===== src/include/fltr_coefs.svh =====
`ifndef FLTR_COEFS_SVH
`define FLTR_COEFS_SVH

// smooth kernel, centre weighted low pass
`define SMOOTH_C0 8'd4
`define SMOOTH_C1 8'd42
`define SMOOTH_C2 8'd163
`define SMOOTH_C3 8'd255
`define SMOOTH_C4 8'd163
`define SMOOTH_C5 8'd42
`define SMOOTH_C6 8'd4

// sharpen, magnitudes only
`define SHARP_B_C0 8'd29
`define SHARP_B_C1 8'd101
`define SHARP_B_C2 8'd15
`define SHARP_B_C3 8'd235
`define SHARP_B_C4 8'd15
`define SHARP_B_C5 8'd101
`define SHARP_B_C6 8'd29

// edge kernels have a zero centre tap
`define EDGE_D_C0 8'd12
`define EDGE_D_C1 8'd77
`define EDGE_D_C2 8'd148
`define EDGE_D_C3 8'd0
`define EDGE_D_C4 8'd148
`define EDGE_D_C5 8'd77
`define EDGE_D_C6 8'd12

`define EDGE_1_C0 8'd15
`define EDGE_1_C1 8'd25
`define EDGE_1_C2 8'd193
`define EDGE_1_C3 8'd0
`define EDGE_1_C4 8'd193
`define EDGE_1_C5 8'd25
`define EDGE_1_C6 8'd15

`define EDGE_3_C0 8'd9
`define EDGE_3_C1 8'd56
`define EDGE_3_C2 8'd109
`define EDGE_3_C3 8'd0
`define EDGE_3_C4 8'd109
`define EDGE_3_C5 8'd56
`define EDGE_3_C6 8'd9

`endif


===== src/source/fltr_pkg.sv =====
package fltr_pkg;

`include "fltr_coefs.svh"

	localparam int NUM_TAPS = 7;
	localparam int COEF_W = 8;
	localparam int NUM_KERNELS = 5;

	// 5 to 7 are not legal kernels
	typedef enum logic [2:0] {
		KERN_SMOOTH  = 3'd0,
		KERN_SHARP_B = 3'd1,
		KERN_EDGE_D  = 3'd2,
		KERN_EDGE_1  = 3'd3,
		KERN_EDGE_3  = 3'd4
	} kernel_e;

	// register word addresses, 3 reads as zero
	typedef enum logic [1:0] {
		REG_CTRL  = 2'd0,
		REG_COUNT = 2'd1,
		REG_LAST  = 2'd2
	} reg_addr_e;

	// rows follow kernel_e order, columns are taps 0 to 6
	localparam logic [COEF_W-1:0] COEF_TAB [NUM_KERNELS][NUM_TAPS] = '{
		'{`SMOOTH_C0, `SMOOTH_C1, `SMOOTH_C2, `SMOOTH_C3, `SMOOTH_C4, `SMOOTH_C5, `SMOOTH_C6},
		'{`SHARP_B_C0, `SHARP_B_C1, `SHARP_B_C2, `SHARP_B_C3, `SHARP_B_C4, `SHARP_B_C5,
			`SHARP_B_C6},
		'{`EDGE_D_C0, `EDGE_D_C1, `EDGE_D_C2, `EDGE_D_C3, `EDGE_D_C4, `EDGE_D_C5, `EDGE_D_C6},
		'{`EDGE_1_C0, `EDGE_1_C1, `EDGE_1_C2, `EDGE_1_C3, `EDGE_1_C4, `EDGE_1_C5, `EDGE_1_C6},
		'{`EDGE_3_C0, `EDGE_3_C1, `EDGE_3_C2, `EDGE_3_C3, `EDGE_3_C4, `EDGE_3_C5, `EDGE_3_C6}
	};

	// zero for an illegal kernel or a tap out of range
	function automatic logic [COEF_W-1:0] kern_coef(kernel_e kern, int tap);
		logic [COEF_W-1:0] coef;
		coef = '0;
		if (kern <= KERN_EDGE_3 && tap >= 0 && tap < NUM_TAPS)
		begin
			coef = COEF_TAB[kern][tap];
		end
		return coef;
	endfunction

endpackage


===== src/source/fltr_window.sv =====
module fltr_window #(
	parameter int PIX_W = 8
) (
	input  logic                                clk,
	input  logic                                rst_n,
	input  logic                                enable,
	input  logic [PIX_W-1:0]                    pix_data,
	input  logic                                pix_valid,
	output logic [fltr_pkg::NUM_TAPS*PIX_W-1:0] win_taps,
	output logic                                win_valid
);
	import fltr_pkg::*;

	localparam int WIN_W = NUM_TAPS * PIX_W;
	localparam int FILL_W = $clog2(NUM_TAPS + 1);

	logic [WIN_W-1:0]  win_q;
	logic [FILL_W-1:0] fill_q;
	logic              take;

	assign take = enable && pix_valid;

	// newest pixel enters at tap 6, tap 0 is the oldest
	always_ff @(posedge clk)
	begin
		if (take)
		begin
			win_q <= {pix_data, win_q[WIN_W-1:PIX_W]};
		end
	end

	// fill count saturates at seven, held at zero while disabled
	always_ff @(posedge clk)
	begin
		if (!rst_n || !enable)
		begin
			fill_q <= '0;
			win_valid <= 1'b0;
		end
		else
		begin
			if (pix_valid && fill_q != FILL_W'(NUM_TAPS))
			begin
				fill_q <= fill_q + 1'b1;
			end
			win_valid <= pix_valid && (fill_q >= FILL_W'(NUM_TAPS - 1));
		end
	end

	assign win_taps = win_q;

	// a window is only ever completed by an accepted pixel
	a_win_needs_pix: assert property (@(posedge clk) disable iff (!rst_n)
		win_valid |-> $past(pix_valid && enable));

endmodule


===== src/source/fltr_compute.sv =====
module fltr_compute #(
	parameter int PIX_W = 8
) (
	input  logic                                clk,
	input  logic                                rst_n,
	input  fltr_pkg::kernel_e                   kernel,
	input  logic [fltr_pkg::NUM_TAPS*PIX_W-1:0] win_taps,
	input  logic                                win_valid,
	output logic [15:0]                         res_data,
	output logic                                res_valid
);
	import fltr_pkg::*;

	localparam int PROD_W = PIX_W + COEF_W;
	// room for seven products plus one spare bit
	localparam int SUM_W = PROD_W + 4;
	localparam int RES_W = 16;
	localparam int SHIFT = 3;
	localparam int STAGES = 3;

	logic [PROD_W-1:0] prod_q [NUM_TAPS];
	logic [SUM_W-1:0]  sum_d;
	logic [SUM_W-1:0]  sum_q;
	logic [STAGES-1:0] vld_q;

	// stage 1 multiplies each tap by its constant
	// kernel is sampled here so a change applies to the next window
	always_ff @(posedge clk)
	begin
		for (int i = 0; i < NUM_TAPS; i++)
		begin
			prod_q[i] <= PROD_W'(win_taps[i*PIX_W +: PIX_W]) * PROD_W'(kern_coef(kernel, i));
		end
	end

	// unsigned adder tree
	always_comb
	begin
		sum_d = '0;
		for (int i = 0; i < NUM_TAPS; i++)
		begin
			sum_d = sum_d + SUM_W'(prod_q[i]);
		end
	end

	// stage 2 registers the sum
	always_ff @(posedge clk)
	begin
		sum_q <= sum_d;
	end

	// stage 3 divides by eight
	always_ff @(posedge clk)
	begin
		res_data <= sum_q[RES_W+SHIFT-1:SHIFT];
	end

	// valid marker riding alongside the data
	always_ff @(posedge clk)
	begin
		if (!rst_n)
		begin
			vld_q <= '0;
		end
		else
		begin
			vld_q <= {vld_q[STAGES-2:0], win_valid};
		end
	end

	assign res_valid = vld_q[STAGES-1];

	// register slave must never let an illegal kernel through
	a_kernel_legal: assert property (@(posedge clk) disable iff (!rst_n)
		kernel <= KERN_EDGE_3);

	a_res_valid_known: assert property (@(posedge clk) disable iff (!rst_n)
		!$isunknown(res_valid));

endmodule


===== src/source/fltr_wb_regs.sv =====
module fltr_wb_regs #(
	parameter int COUNT_W = 16
) (
	input  logic              clk,
	input  logic              rst_n,
	input  logic              wb_cyc,
	input  logic              wb_stb,
	input  logic              wb_we,
	input  logic [1:0]        wb_adr,
	input  logic [15:0]       wb_dat_i,
	output logic [15:0]       wb_dat_o,
	output logic              wb_ack,
	input  logic [15:0]       res_data,
	input  logic              res_valid,
	output logic              enable,
	output fltr_pkg::kernel_e kernel
);
	import fltr_pkg::*;

	logic               req;
	logic               wr_ctrl;
	logic               wr_count;
	reg_addr_e          addr;
	logic [2:0]         kern_wr;
	logic [COUNT_W-1:0] count_q;
	logic [15:0]        last_q;
	logic [15:0]        rd_data;

	// new request, not the tail of one already acked
	assign req = wb_cyc && wb_stb && !wb_ack;
	assign addr = reg_addr_e'(wb_adr);
	assign kern_wr = wb_dat_i[3:1];
	assign wr_ctrl = req && wb_we && (addr == REG_CTRL);
	assign wr_count = req && wb_we && (addr == REG_COUNT);

	always_ff @(posedge clk)
	begin
		if (!rst_n)
		begin
			wb_ack <= 1'b0;
		end
		else
		begin
			wb_ack <= req;
		end
	end

	// control, bad kernel codes are dropped but enable still lands
	always_ff @(posedge clk)
	begin
		if (!rst_n)
		begin
			enable <= 1'b0;
			kernel <= KERN_SMOOTH;
		end
		else if (wr_ctrl)
		begin
			enable <= wb_dat_i[0];
			if (kern_wr <= 3'(KERN_EDGE_3))
			begin
				kernel <= kernel_e'(kern_wr);
			end
		end
	end

	// result count wraps, a write of any value clears it
	always_ff @(posedge clk)
	begin
		if (!rst_n)
		begin
			count_q <= '0;
			last_q <= '0;
		end
		else
		begin
			if (wr_count)
			begin
				count_q <= '0;
			end
			else if (res_valid)
			begin
				count_q <= count_q + 1'b1;
			end
			if (res_valid)
			begin
				last_q <= res_data;
			end
		end
	end

	always_comb
	begin
		case (addr)
			REG_CTRL:  rd_data = {12'd0, kernel, enable};
			REG_COUNT: rd_data = 16'(count_q);
			REG_LAST:  rd_data = last_q;
			default:   rd_data = '0;
		endcase
	end

	// read data held for the ack cycle
	always_ff @(posedge clk)
	begin
		if (req)
		begin
			wb_dat_o <= rd_data;
		end
	end

	a_ack_after_req: assert property (@(posedge clk) disable iff (!rst_n)
		wb_ack |-> $past(wb_cyc && wb_stb));

endmodule


===== src/source/fltr_top.sv =====
module fltr_top #(
	parameter int PIX_W = 8,
	parameter int COUNT_W = 16
) (
	input  logic             clk,
	input  logic             rst_n,
	input  logic [PIX_W-1:0] pix_data,
	input  logic             pix_valid,
	output logic [15:0]      res_data,
	output logic             res_valid,
	input  logic             wb_cyc,
	input  logic             wb_stb,
	input  logic             wb_we,
	input  logic [1:0]       wb_adr,
	input  logic [15:0]      wb_dat_i,
	output logic [15:0]      wb_dat_o,
	output logic             wb_ack
);
	import fltr_pkg::*;

	logic                      enable;
	kernel_e                   kernel;
	logic [NUM_TAPS*PIX_W-1:0] win_taps;
	logic                      win_valid;

	// pixel stream into the seven tap window
	fltr_window #(
		.PIX_W(PIX_W)
	) u_window (
		.clk       (clk),
		.rst_n     (rst_n),
		.enable    (enable),
		.pix_data  (pix_data),
		.pix_valid (pix_valid),
		.win_taps  (win_taps),
		.win_valid (win_valid)
	);

	// three stage multiply and accumulate
	fltr_compute #(
		.PIX_W(PIX_W)
	) u_compute (
		.clk       (clk),
		.rst_n     (rst_n),
		.kernel    (kernel),
		.win_taps  (win_taps),
		.win_valid (win_valid),
		.res_data  (res_data),
		.res_valid (res_valid)
	);

	fltr_wb_regs #(
		.COUNT_W(COUNT_W)
	) u_regs (
		.clk       (clk),
		.rst_n     (rst_n),
		.wb_cyc    (wb_cyc),
		.wb_stb    (wb_stb),
		.wb_we     (wb_we),
		.wb_adr    (wb_adr),
		.wb_dat_i  (wb_dat_i),
		.wb_dat_o  (wb_dat_o),
		.wb_ack    (wb_ack),
		.res_data  (res_data),
		.res_valid (res_valid),
		.enable    (enable),
		.kernel    (kernel)
	);

endmodule


===== config.mk =====
export PLATFORM = sky130hd
export DESIGN_NAME = fltr_top
export DESIGN_NICKNAME = d
export VERILOG_FILES = /design/src/source/fltr_pkg.sv /design/src/source/fltr_window.sv /design/src/source/fltr_compute.sv /design/src/source/fltr_wb_regs.sv /design/src/source/fltr_top.sv
export VERILOG_INCLUDE_DIRS = /design/src /design/src/include
export SDC_FILE = /design/constraint.sdc
export NUM_CORES = 1
export LEC_CHECK = 0
export BUFFER_PORTS_ARGS = -buffer_cell sky130_fd_sc_hd__buf_2
export CAP_MARGIN = 20
export CORE_MARGIN = 4
export CORE_UTILIZATION = 25
export CTS_BUF_LIST = sky130_fd_sc_hd__clkbuf_4
export CTS_CLUSTER_DIAMETER = 30
export CTS_CLUSTER_SIZE = 8
export DETAILED_ROUTE_END_ITERATION = 16
export GPL_TIMING_DRIVEN = 1
export HOLD_SLACK_MARGIN = 0.06
export PLACE_DENSITY_LB_ADDON = 0.08
export SLEW_MARGIN = 20
export SYNTH_ARGS = -nofsm -noshare
export SYNTH_HDL_FRONTEND = slang
export SYNTH_SLANG_ARGS = --single-unit
export TNS_END_PERCENT = 20

===== constraint.sdc =====
create_clock -name clk -period 6.7 [get_ports clk]
set_clock_uncertainty 0.15 [all_clocks]
set_input_delay 0.67 -clock clk [delete_from_list [all_inputs] [get_ports clk]]
set_output_delay 0.67 -clock clk [all_outputs]
set_load 0.02 [all_outputs]

Word level (Yosys, flattened, before mapping)

Memories as Yosys holds them, arrays and structs flattened.
Index checks and enable logic that the tools add are counted.

RAM bits: 112
Output and inout bits: 34
Input bits: 32
Memories kept: 2
Register bits after elaboration: 151
Word-level logic and storage cells: 63
Memory bits (read-only): 448

Memory list:

| memory           | depth | width | read ports | clocked after Yosys merged registers in | wr ports | line               | source |
|---|---|---|---|---|---|---|---|
| (name not given) | 8     | 56    | 1          | 0                                       | 0        | fltr_pkg.sv:41     | `coef = COEF_TAB[kern][tap];` |
| u_compute.prod_q | 7     | 16    | 7          | 0                                       | 7        | fltr_compute.sv:21 | `logic [PROD_W-1:0] prod_q [NUM_TAPS];` |

Mux-type cells: 10
Reductions and logical operators: 15
$mul: 7
Magnitude comparators: 4
Equal/unequal tests: 3
Bitwise gates (word level): 2
Add/sub/neg operators: 8

Operator list:

| kind                    | count |
|---|---|
| $mul A8 B8 Y16          | 7 |
| $mux W56                | 2 |
| $add A19 B16 Y19        | 3 |
| $mux W8                 | 7 |
| $pmux W16 S3            | 1 |
| $add A18 B16 Y19        | 1 |
| $add A17 B16 Y18        | 1 |
| $add A16 B16 Y17        | 1 |
| $add A16 B1 Y16 const B | 1 |
| $logic_and A1 B1 Y1     | 8 |
| $le A3 B3 Y1 const B    | 2 |
| $ge A4 B4 Y1 const B    | 1 |
| $not A3 Y4              | 1 |
| $add A3 B1 Y3 const B   | 1 |
| $ge A3 B3 Y1 const B    | 1 |
| $logic_not A1 Y1        | 3 |
| $ne A3 B3 Y1 const B    | 1 |
| $eq A2 B1 Y1 const B    | 1 |
| $eq A2 B2 Y1 const B    | 1 |
| $logic_not A2 Y1        | 1 |
| $reduce_and A2 Y1       | 1 |
| $reduce_or A2 Y1        | 1 |
| $logic_or A1 B1 Y1      | 1 |
| $not A1 Y1              | 1 |

Logic depth before layout (Yosys ltp)

Gate-level depths: netlist (run 1).
An unclocked memory read counts as a cell.

Depth after elaboration: 7
Depth in mapped cells: 22
Mapped depth without buffers: 20

Cells and area by module

Synthesis (run 1) repeated with hierarchy kept, for this count alone.

Cells, all modules: 2332
Area total of the unflattened synthesis: 22933.2 sq um

Modules (own cells, without submodules):

| module       | sequential area each (sq um) | area each (sq um) | instances | cells an instance |
|---|---|---|---|---|
| fltr_compute | 2862.7                       | 18850.6           | 1         | 2052 |
| fltr_wb_regs | 1221.2                       | 2200.9            | 1         | 205 |
| fltr_window  | 1761.7                       | 1881.8            | 1         | 75 |

Worst setup path before layout (run 1)

OpenSTA, ideal clock, no wires.

Kind: reg-to-reg
From: register u_regs.kernel[1]
To: memory u_compute.prod_q[2][15] (netlist bit)
Buffers on the path: 2
Stages on the path, launching flop included: 22
Arrival: 5.163 ns
Library setup time: 0.086 ns
Period minus slack after synthesis: 5.398 ns
Slack: 1.302 ns
Path through: dfxtp_1 clkbuf_1 inv_1 ha_1 nor2b_1 a21oi_1 clkbuf_1 nand2b_1 fa_1 fa_1 inv_1 fa_1 inv_1 fa_1 inv_1 ha_1 o21ai_0 a21oi_1 o311a_1 o211ai_1 nand2_1 a211oi_1

RTL lines:

| what                   | line               | source |
|---|---|---|
| start, declared        | fltr_wb_regs.sv:16 | `output fltr_pkg::kernel_e kernel` |
| start signal, assigned | fltr_wb_regs.sv:61 | `kernel <= kernel_e'(kern_wr);` |
| end, declared          | fltr_compute.sv:21 |  |

==> impl_results.rst, run 1 <==
.. list-table::
   :header-rows: 1

   * - Metric
     - Value
   * - Detailed-route vias per instance
     - 4.16
   * - Post-synth net total
     - 2,838
   * - Fmax
     - 164 MHz
   * - Number of nets still failing antenna checks after routing
     - 0
   * - Ordered cell list for the critical path
     - buf_4, ha_1, inv_1, o21ai_2, and2_1, fa_1, fa_1, fa_1, inv_1, fa_1, inv_1, ha_1, o21a_1, o21ai_0, a21oi_1, o31ai_1, nand2_1, o311ai_0
   * - Critical Path RT
     - 7.18 ns
   * - Outcome
     - completed
   * - Met1 Track Usage GR
     - 17.5%
   * - Standard cell core area
     - 0.0889 mm²
   * - Period utilisation layout
     - 91.2%
   * - Synthesized flop and latch total
     - 256
   * - Most common cell after layout, fill and taps aside
     - sky130_fd_sc_hd__inv_1
   * - Number of maximum-capacitance violations
     - 0
   * - Type of element capturing the critical path
     - register
   * - Clock latency at the later pin of the worst-skew pair
     - 0.83 ns
   * - Number of warning messages in the yosys log
     - 0
   * - Total I/O pin count
     - 66
   * - DIE HEIGHT
     - 308 µm
   * - Routed wire length
     - 60,500 µm
   * - Via count of the first global-routing pass
     - 16,600
   * - Number of standard cells after synthesis
     - 2,246
   * - Final worst setup slack
     - 0.590 ns
   * - Min cycle time layout
     - 6.11 ns
   * - Syn-to-layout area delta
     - 14.4%
   * - Post-synth EDFFs
     - 72
   * - Hold WC Path Type
     - reg -> reg
   * - Post-synthesis async set-or-reset flop share
     - 0%
   * - Transition at the pin with the smallest max-transition slack
     - 0.996 ns
   * - Total power divided by cell area
     - 339 mW/mm²
   * - Aggregate negative setup slack
     - 0 ns
   * - Path type of the worst setup path
     - reg -> reg
   * - Met2 capacity usage during global routing
     - 22.3%
   * - First-pass GRT wire length
     - 96,000 µm
   * - CTS clk-pin slew, worst paths
     - 0.07 ns
   * - Worst setup slack before clock tree synthesis
     - 0.517 ns
   * - CTS tree
     - built
   * - Initial cell density of the core
     - 25.3%
   * - Largest fanout on the critical path
     - 9
   * - Total via count after detailed routing
     - 15,100
   * - Total number of nets in the final design
     - 2,981
   * - Initial antenna violation count
     - 2
   * - Commonest non-fill, non-tap cells in the layout
     - 519 x sky130_fd_sc_hd__inv_1, 280 x sky130_fd_sc_hd__fa_1, 280 x sky130_fd_sc_hd__ha_1, 221 x sky130_fd_sc_hd__and2_1, 184 x sky130_fd_sc_hd__dfxtp_1
   * - Final hold slack
     - 0.119 ns
   * - Unrepaired setup endpoints after global routing
     - no
   * - Delay of the slowest cell on the worst path
     - 0.70 ns
   * - GRT Total Usage
     - 13.2%
   * - RePlAce Congestion
     - 0.778
   * - Number of distinct library cells after synthesis
     - 58
   * - DRC violation count after routing
     - 0
   * - Die area
     - 0.0950 mm²
   * - Port Buf Inserts
     - 53
   * - Hold violation total from the final report
     - 0
   * - Maximum number of pins on one net before global-route repair
     - 50
   * - Count of non-filler cells in the finished layout
     - 3,624
   * - Number of H-tree branching levels
     - 3
   * - Met3 GRT Util
     - 2.14%
   * - Number of DRC markers after the initial detailed-route iteration
     - 447
   * - Final setup violation count
     - 0
   * - Prevailing post-synth register cell
     - sky130_fd_sc_hd__dfxtp_1
   * - Layout cells sized above 1
     - 9.44%
   * - Cell count after placement
     - 3,459
   * - Clk Tree Root Cell
     - sky130_fd_sc_hd__clkbuf_4
   * - Die Wd
     - 308 µm
   * - Power Total
     - 8.75 mW
   * - Crit path arrival time
     - 6.59 ns
   * - Number of CTS-inserted buffers
     - 80
   * - Crit-path slowest cell
     - sky130_fd_sc_hd__o311ai_0
   * - Post-synthesis average cell area
     - 10.0 µm²
   * - Mean routed wirelength per cell
     - 16.7 µm
   * - Busiest grt layer
     - met2
   * - Max Root-Sink Buffers
     - 3
   * - First-pass DRT Iterations
     - 4
   * - Leakage power
     - 12.5 nW
   * - Worst Setup Start Kind
     - register
   * - Worst vdd rail ir drop
     - 0.659 mV
   * - Leftover overflow at the end of global routing
     - 0
   * - Count of clock tree sinks
     - 256
   * - Portion of the post-synthesis area used by sequential elements
     - 25.9%
   * - Netlist area before placement
     - 0.0225 mm²
   * - Most prevalent standard cell on the critical path
     - sky130_fd_sc_hd__fa_1
   * - HPWL Detailed
     - 49,400 µm
   * - Worst relative slew slack
     - 33.5%
   * - FP Rows
     - 109
   * - Number of slew-limit violations in the final report
     - 0
   * - Count of buffers added by post-CTS timing repair for setup
     - 0
-- worst max-delay path: cells and delay by family (launching register included) --
kind	cells	cell delay, ns
compound gates	6	1.97
fa+ha+maj	6	2.43
buf+inv	4	0.51
flops	1	0.53
simple gates	2	0.38
-- worst paths after layout --
kind	cells past startpoint	end	slack, ns	startpoint
max	18	u_compute.prod_q[5][15]	0.59	u_regs.kernel[0]
min	0	u_compute.res_data[7]	0.12	u_compute.sum_q[10]
max reg2reg	18	u_compute.prod_q[5][15]	0.59	u_regs.kernel[0]
min reg2reg	0	u_compute.res_data[7]	0.12	u_compute.sum_q[10]
-- per-layer routing --
metal / part of all wire (%) / wire length [µm] / up-vias
li1: - / - / 7345
met1: 47 / 28300 / 7416
met2: 47 / 28700 / 231
met3: 3.4 / 2050 / 86
met4: 2.4 / 1430 / 2
met5: 0.021 / 13 / -
-- area by class of cell --
cell class | instances | area (µm²)
sequential | 256 | 5850
fill | 9482 | 63100
timing repair buffer | 96 | 618
inverter | 519 | 1950
antenna | 2 | 5.00
tap | 1165 | 1460
clock inverter | 63 | 647
multi-input combinational | 1436 | 14600
clock buffer | 87 | 653
-- Yosys cell counts, types with 2 or more instances --
| master | instances | area share [%] |
|---|---|---|
| sky130_fd_sc_hd__inv_1 | 519 | 8.6 |
| sky130_fd_sc_hd__fa_1 | 280 | 25 |
| sky130_fd_sc_hd__ha_1 | 280 | 16 |
| sky130_fd_sc_hd__and2_1 | 222 | 6.2 |
| sky130_fd_sc_hd__dfxtp_1 | 184 | 16 |
| sky130_fd_sc_hd__nor2b_1 | 93 | 2.6 |
| sky130_fd_sc_hd__nand2_1 | 88 | 1.5 |
| sky130_fd_sc_hd__nor2_1 | 75 | 1.2 |
| sky130_fd_sc_hd__edfxtp_1 | 72 | 9.6 |
| sky130_fd_sc_hd__xnor2_1 | 56 | 2.2 |
| sky130_fd_sc_hd__a21oi_1 | 43 | 0.96 |
| sky130_fd_sc_hd__clkbuf_1 | 35 | 0.58 |
| sky130_fd_sc_hd__o21ai_0 | 35 | 0.78 |
| sky130_fd_sc_hd__xor2_1 | 30 | 1.2 |
| sky130_fd_sc_hd__mux2i_1 | 26 | 1.2 |
| sky130_fd_sc_hd__a21o_1 | 20 | 0.67 |
| sky130_fd_sc_hd__nor3_1 | 20 | 0.44 |
| sky130_fd_sc_hd__nand2b_1 | 16 | 0.44 |
| sky130_fd_sc_hd__nand3_1 | 13 | 0.29 |
| sky130_fd_sc_hd__nand4_1 | 13 | 0.36 |
| sky130_fd_sc_hd__a22o_1 | 12 | 0.47 |
| sky130_fd_sc_hd__and3_1 | 10 | 0.28 |
| sky130_fd_sc_hd__o21a_1 | 10 | 0.33 |
| sky130_fd_sc_hd__a211oi_1 | 9 | 0.30 |
| sky130_fd_sc_hd__a21boi_0 | 6 | 0.20 |
| sky130_fd_sc_hd__a31o_2 | 5 | 0.19 |
| sky130_fd_sc_hd__a31oi_1 | 5 | 0.14 |
| sky130_fd_sc_hd__o211ai_1 | 5 | 0.17 |
| sky130_fd_sc_hd__o21bai_1 | 5 | 0.17 |
| sky130_fd_sc_hd__or2_2 | 5 | 0.14 |
| sky130_fd_sc_hd__a211o_1 | 4 | 0.16 |
| sky130_fd_sc_hd__nor4_1 | 4 | 0.11 |
| sky130_fd_sc_hd__o21ai_1 | 4 | 0.089 |
| sky130_fd_sc_hd__or3_1 | 4 | 0.11 |
| sky130_fd_sc_hd__a2111o_1 | 3 | 0.15 |
| sky130_fd_sc_hd__a221oi_1 | 3 | 0.12 |
| sky130_fd_sc_hd__o311ai_0 | 3 | 0.12 |
| sky130_fd_sc_hd__o31a_1 | 3 | 0.12 |
| sky130_fd_sc_hd__or4_1 | 3 | 0.10 |
| sky130_fd_sc_hd__a2111oi_0 | 2 | 0.078 |
| sky130_fd_sc_hd__a311o_1 | 2 | 0.089 |
| sky130_fd_sc_hd__nand4b_1 | 2 | 0.078 |
| sky130_fd_sc_hd__o31ai_1 | 2 | 0.067 |
-- per-stage QoR --
stage          utilization (%)  area (µm²)
3_3_place_gp              27.4       24300
5_1_grt                   29.0       25800
4_1_cts                   29.0       25800
6_report                  29.0       25800
3_5_place_dp              27.4       24300
2_1_floorplan                -       22500
-- flip-flops by register name, summed over array words and instances, names as in the netlist --
signal              flops
u_regs.enable           1
u_compute.sum_q        16
u_regs.last_q          16
u_compute.res_data     16
u_compute.prod_q      108
u_window.win_taps      56
u_regs.wb_ack           1
u_regs.count_q         16
u_compute.vld_q         3
u_window.win_valid      1
u_regs.kernel           3
u_regs.wb_dat_o        16
u_window.fill_q         3
-- repair_timing --
action                    CTS  global route
gates resized for setup     0             0
hold buffers               13             0
hold endpoints to repair   13             0
-- power by group --
group	leakage, nW	switching (mW)	total [mW]	internal, mW
clock network	0.688	0.841	1.98	1.14
registers	2.18	0.135	2.03	1.89
logic	9.65	2.67	4.74	2.07
total	12.5	3.65	8.75	5.10
-- cell families (layout without fill, tap and decap cells) --
family / after synthesis / after routing / share of synthesized area, %
compound gates: 193 / 193 / 5.95
flops: 256 / 256 / 25.9
simple gates: 570 / 570 / 13.9
mux: 27 / 27 / 1.21
fa+ha+maj: 560 / 560 / 40.4
buf+inv: 554 / 765 / 9.23
xor+xnor: 86 / 86 / 3.34
other cells: 0 / 2 / 0
(Power assumes the default switching activity.)
==> run 2, diff against run 1 <==
- PLACE_DENSITY: not set -> 0.48
- PLACE_DENSITY_LB_ADDON: 0.08 -> not set
==> impl_results.rst, run 2 (synthesis results as in run 1) <==
.. list-table::
   :header-rows: 1

   * - Metric
     - Value
   * - Leftover overflow at the end of global routing
     - 0 (unchanged)
   * - Most common cell after layout, fill and taps aside
     - sky130_fd_sc_hd__inv_1
   * - Layout cells sized above 1
     - 9.40% (-0.043 points)
   * - DIE HEIGHT
     - 308 µm (unchanged)
   * - Min cycle time layout
     - 5.99 ns (-0.124 ns)
   * - HPWL Detailed
     - 42,900 µm (-13%)
   * - Unrepaired setup endpoints after global routing
     - no
   * - Worst vdd rail ir drop
     - 0.460 mV (-30%)
   * - Count of non-filler cells in the finished layout
     - 3,619 (-0.14%)
   * - First-pass GRT wire length
     - 86,300 µm (-10%)
   * - Port Buf Inserts
     - 53 (unchanged)
   * - Period utilisation layout
     - 89.4% (-1.8 points)
   * - Count of buffers added by post-CTS timing repair for setup
     - 0 (unchanged)
   * - Die Wd
     - 308 µm (unchanged)
   * - Aggregate negative setup slack
     - 0 ns (unchanged)
   * - Hold WC Path Type
     - reg -> reg
   * - Critical Path RT
     - 7.23 ns (+0.05 ns)
   * - CTS clk-pin slew, worst paths
     - 0.08 ns (about the same)
   * - Maximum number of pins on one net before global-route repair
     - 58 (+16%)
   * - First-pass DRT Iterations
     - 4 (unchanged)
   * - DRC violation count after routing
     - 0 (unchanged)
   * - Final setup violation count
     - 0 (unchanged)
   * - Syn-to-layout area delta
     - 14.8%
   * - CTS resizes
     - 0 (unchanged)
   * - GRT Total Usage
     - 11.7% (-1.5 points)
   * - Initial cell density of the core
     - 25.3% (unchanged)
   * - FP Rows
     - 109 (unchanged)
   * - Total power divided by cell area
     - 356 mW/mm² (+5.0%)
   * - Cell count after placement
     - 3,461 (+0.058%)
   * - Largest fanout on the critical path
     - 17 (+8)
   * - Die area
     - 0.0950 mm² (unchanged)
   * - Number of slew-limit violations in the final report
     - 0 (unchanged)
   * - Transition at the pin with the smallest max-transition slack
     - 1.01 ns (+0.0182 ns)
   * - Number of DRC markers after the initial detailed-route iteration
     - 621 (+39%)
   * - Power Total
     - 9.21 mW (+5.3%)
   * - Via count of the first global-routing pass
     - 15,400 (-7.4%)
   * - Clk Tree Root Cell
     - sky130_fd_sc_hd__clkbuf_4
   * - Count of clock tree sinks
     - 256 (unchanged)
   * - Flip-flop count of the largest register, all copies and words added
     - 108 (unchanged)
   * - Total number of nets in the final design
     - 2,979 (-0.067%)
   * - Outcome
     - completed
   * - Final non-filler cell area
     - 0.0259 mm² (+0.32%)
   * - Routed wire length
     - 53,500 µm (-12%)
   * - Placed cell area
     - 0.0244 mm² (+0.12%)
   * - Type of element capturing the critical path
     - register
   * - CTS tree
     - built
   * - Hold violation total from the final report
     - 0 (unchanged)
   * - Number of nets still failing antenna checks after routing
     - 0 (unchanged)
   * - Number of maximum-capacitance violations
     - 0 (unchanged)
   * - Clock latency at the later pin of the worst-skew pair
     - 0.80 ns (-0.03 ns)
   * - Number of CTS-inserted buffers
     - 74 (-7.5%)
   * - Standard cell core area
     - 0.0889 mm² (unchanged)
   * - Top register by number of flip-flops
     - u_compute.prod_q
   * - Crit path arrival time
     - 6.52 ns (-0.07 ns)
   * - Mean routed wirelength per cell
     - 14.8 µm (-11%)
   * - Number of H-tree branching levels
     - 3 (unchanged)
   * - Worst Setup Start Kind
     - register
   * - Final hold slack
     - 0.173 ns (+0.0539 ns)
   * - Fmax
     - 167 MHz (+2.1%)
   * - Initial antenna violation count
     - 5 (+3)
   * - Path type of the worst setup path
     - reg -> reg
   * - Total I/O pin count
     - 66 (unchanged)
   * - Leakage power
     - 12.6 nW (+0.33%)
   * - Max Root-Sink Buffers
     - 3 (unchanged)
   * - Detailed-route vias per instance
     - 4.08 (-2.0%)
   * - RePlAce Congestion
     - 0.784 (+0.78%)
   * - Worst relative slew slack
     - 32.2% (-1.2 points)
   * - Total via count after detailed routing
     - 14,800 (-2.1%)
   * - Commonest non-fill, non-tap cells in the layout
     - 519 x sky130_fd_sc_hd__inv_1, 280 x sky130_fd_sc_hd__fa_1, 280 x sky130_fd_sc_hd__ha_1, 221 x sky130_fd_sc_hd__and2_1, 184 x sky130_fd_sc_hd__dfxtp_1
## run 2: cell count changes in the layout (fill, tap and decap cells not counted), sizes merged
cell,previous run,this run
buf,83,85
bufinv,12,16
clkbuf,87,89
clkinv,37,20
clkinvlp,10,8
diode,2,7
dlygate4sd3,13,15
inv,523,522
## run 2: layout make-up
class                      instances  area (µm²)
clock buffer                      89         668
tap                             1165        1460
sequential                       256        5850
clock inverter                    47         652
inverter                         519        1950
fill                            9436       63100
timing repair buffer             100         668
antenna                            7        17.5
multi-input combinational       1436       14600
## run 2: worst paths after layout
| check | cells after the start | start | slack [ns] | end |
|---|---|---|---|---|
| max | 19 | u_regs.kernel[0] | 0.71 | u_compute.prod_q[2][15] |
| min | 0 | u_compute.sum_q[4] | 0.17 | u_compute.res_data[1] |
| max reg2reg | 19 | u_regs.kernel[0] | 0.71 | u_compute.prod_q[2][15] |
| min reg2reg | 0 | u_compute.sum_q[4] | 0.17 | u_compute.res_data[1] |
## run 2: repair_timing
action                                  in CTS  in global routing
endpoints found under the setup margin       0                  0
hold buffers                                15                  0
hold endpoints to repair                    14                  0
## run 2: per-stage QoR
step                worst slack (ns)  utilization [%]
floorplan                       1.30                -
global placement               0.764             27.4
detailed placement             0.720             27.4
CTS                            0.668             29.1
global route                   0.375             29.1
finish                         0.713             29.1
## run 2: layer usage
metal	share of wire [%]	global-route usage [%]	wire, µm	vias to the layer above
li1	-	-	-	7338
met1	49	16.0	26000	7152
met2	46	19.1	24600	210
met3	3.8	2.29	2020	61
met4	1.6	3.11	876	2
met5	0.030	0	16	-
## run 2: power by group
group / leakage, nW / switching, mW / internal, mW / total, mW
sequential: 2.18 / 0.125 / 1.90 / 2.02
combinational: 9.68 / 3.10 / 2.05 / 5.15
clock: 0.705 / 0.770 / 1.28 / 2.05
total: 12.6 / 3.99 / 5.22 / 9.21
## run 2: critical path, stage by stage (launching register included)
cell                       delay, ns
sky130_fd_sc_hd__dfxtp_1        0.57
sky130_fd_sc_hd__ha_1           0.24
sky130_fd_sc_hd__inv_1          0.13
sky130_fd_sc_hd__o21ai_2        0.70
sky130_fd_sc_hd__buf_4          0.39
sky130_fd_sc_hd__nand2_1        0.11
sky130_fd_sc_hd__fa_1           0.49
sky130_fd_sc_hd__fa_1           0.50
sky130_fd_sc_hd__inv_1          0.05
sky130_fd_sc_hd__fa_1           0.47
sky130_fd_sc_hd__inv_1          0.05
sky130_fd_sc_hd__fa_1           0.47
sky130_fd_sc_hd__inv_1          0.04
sky130_fd_sc_hd__ha_1           0.28
sky130_fd_sc_hd__o21ai_0        0.15
sky130_fd_sc_hd__a21oi_1        0.12
sky130_fd_sc_hd__o311a_1        0.37
sky130_fd_sc_hd__o211ai_1       0.25
sky130_fd_sc_hd__nand2_1        0.12
sky130_fd_sc_hd__a211oi_1       0.22
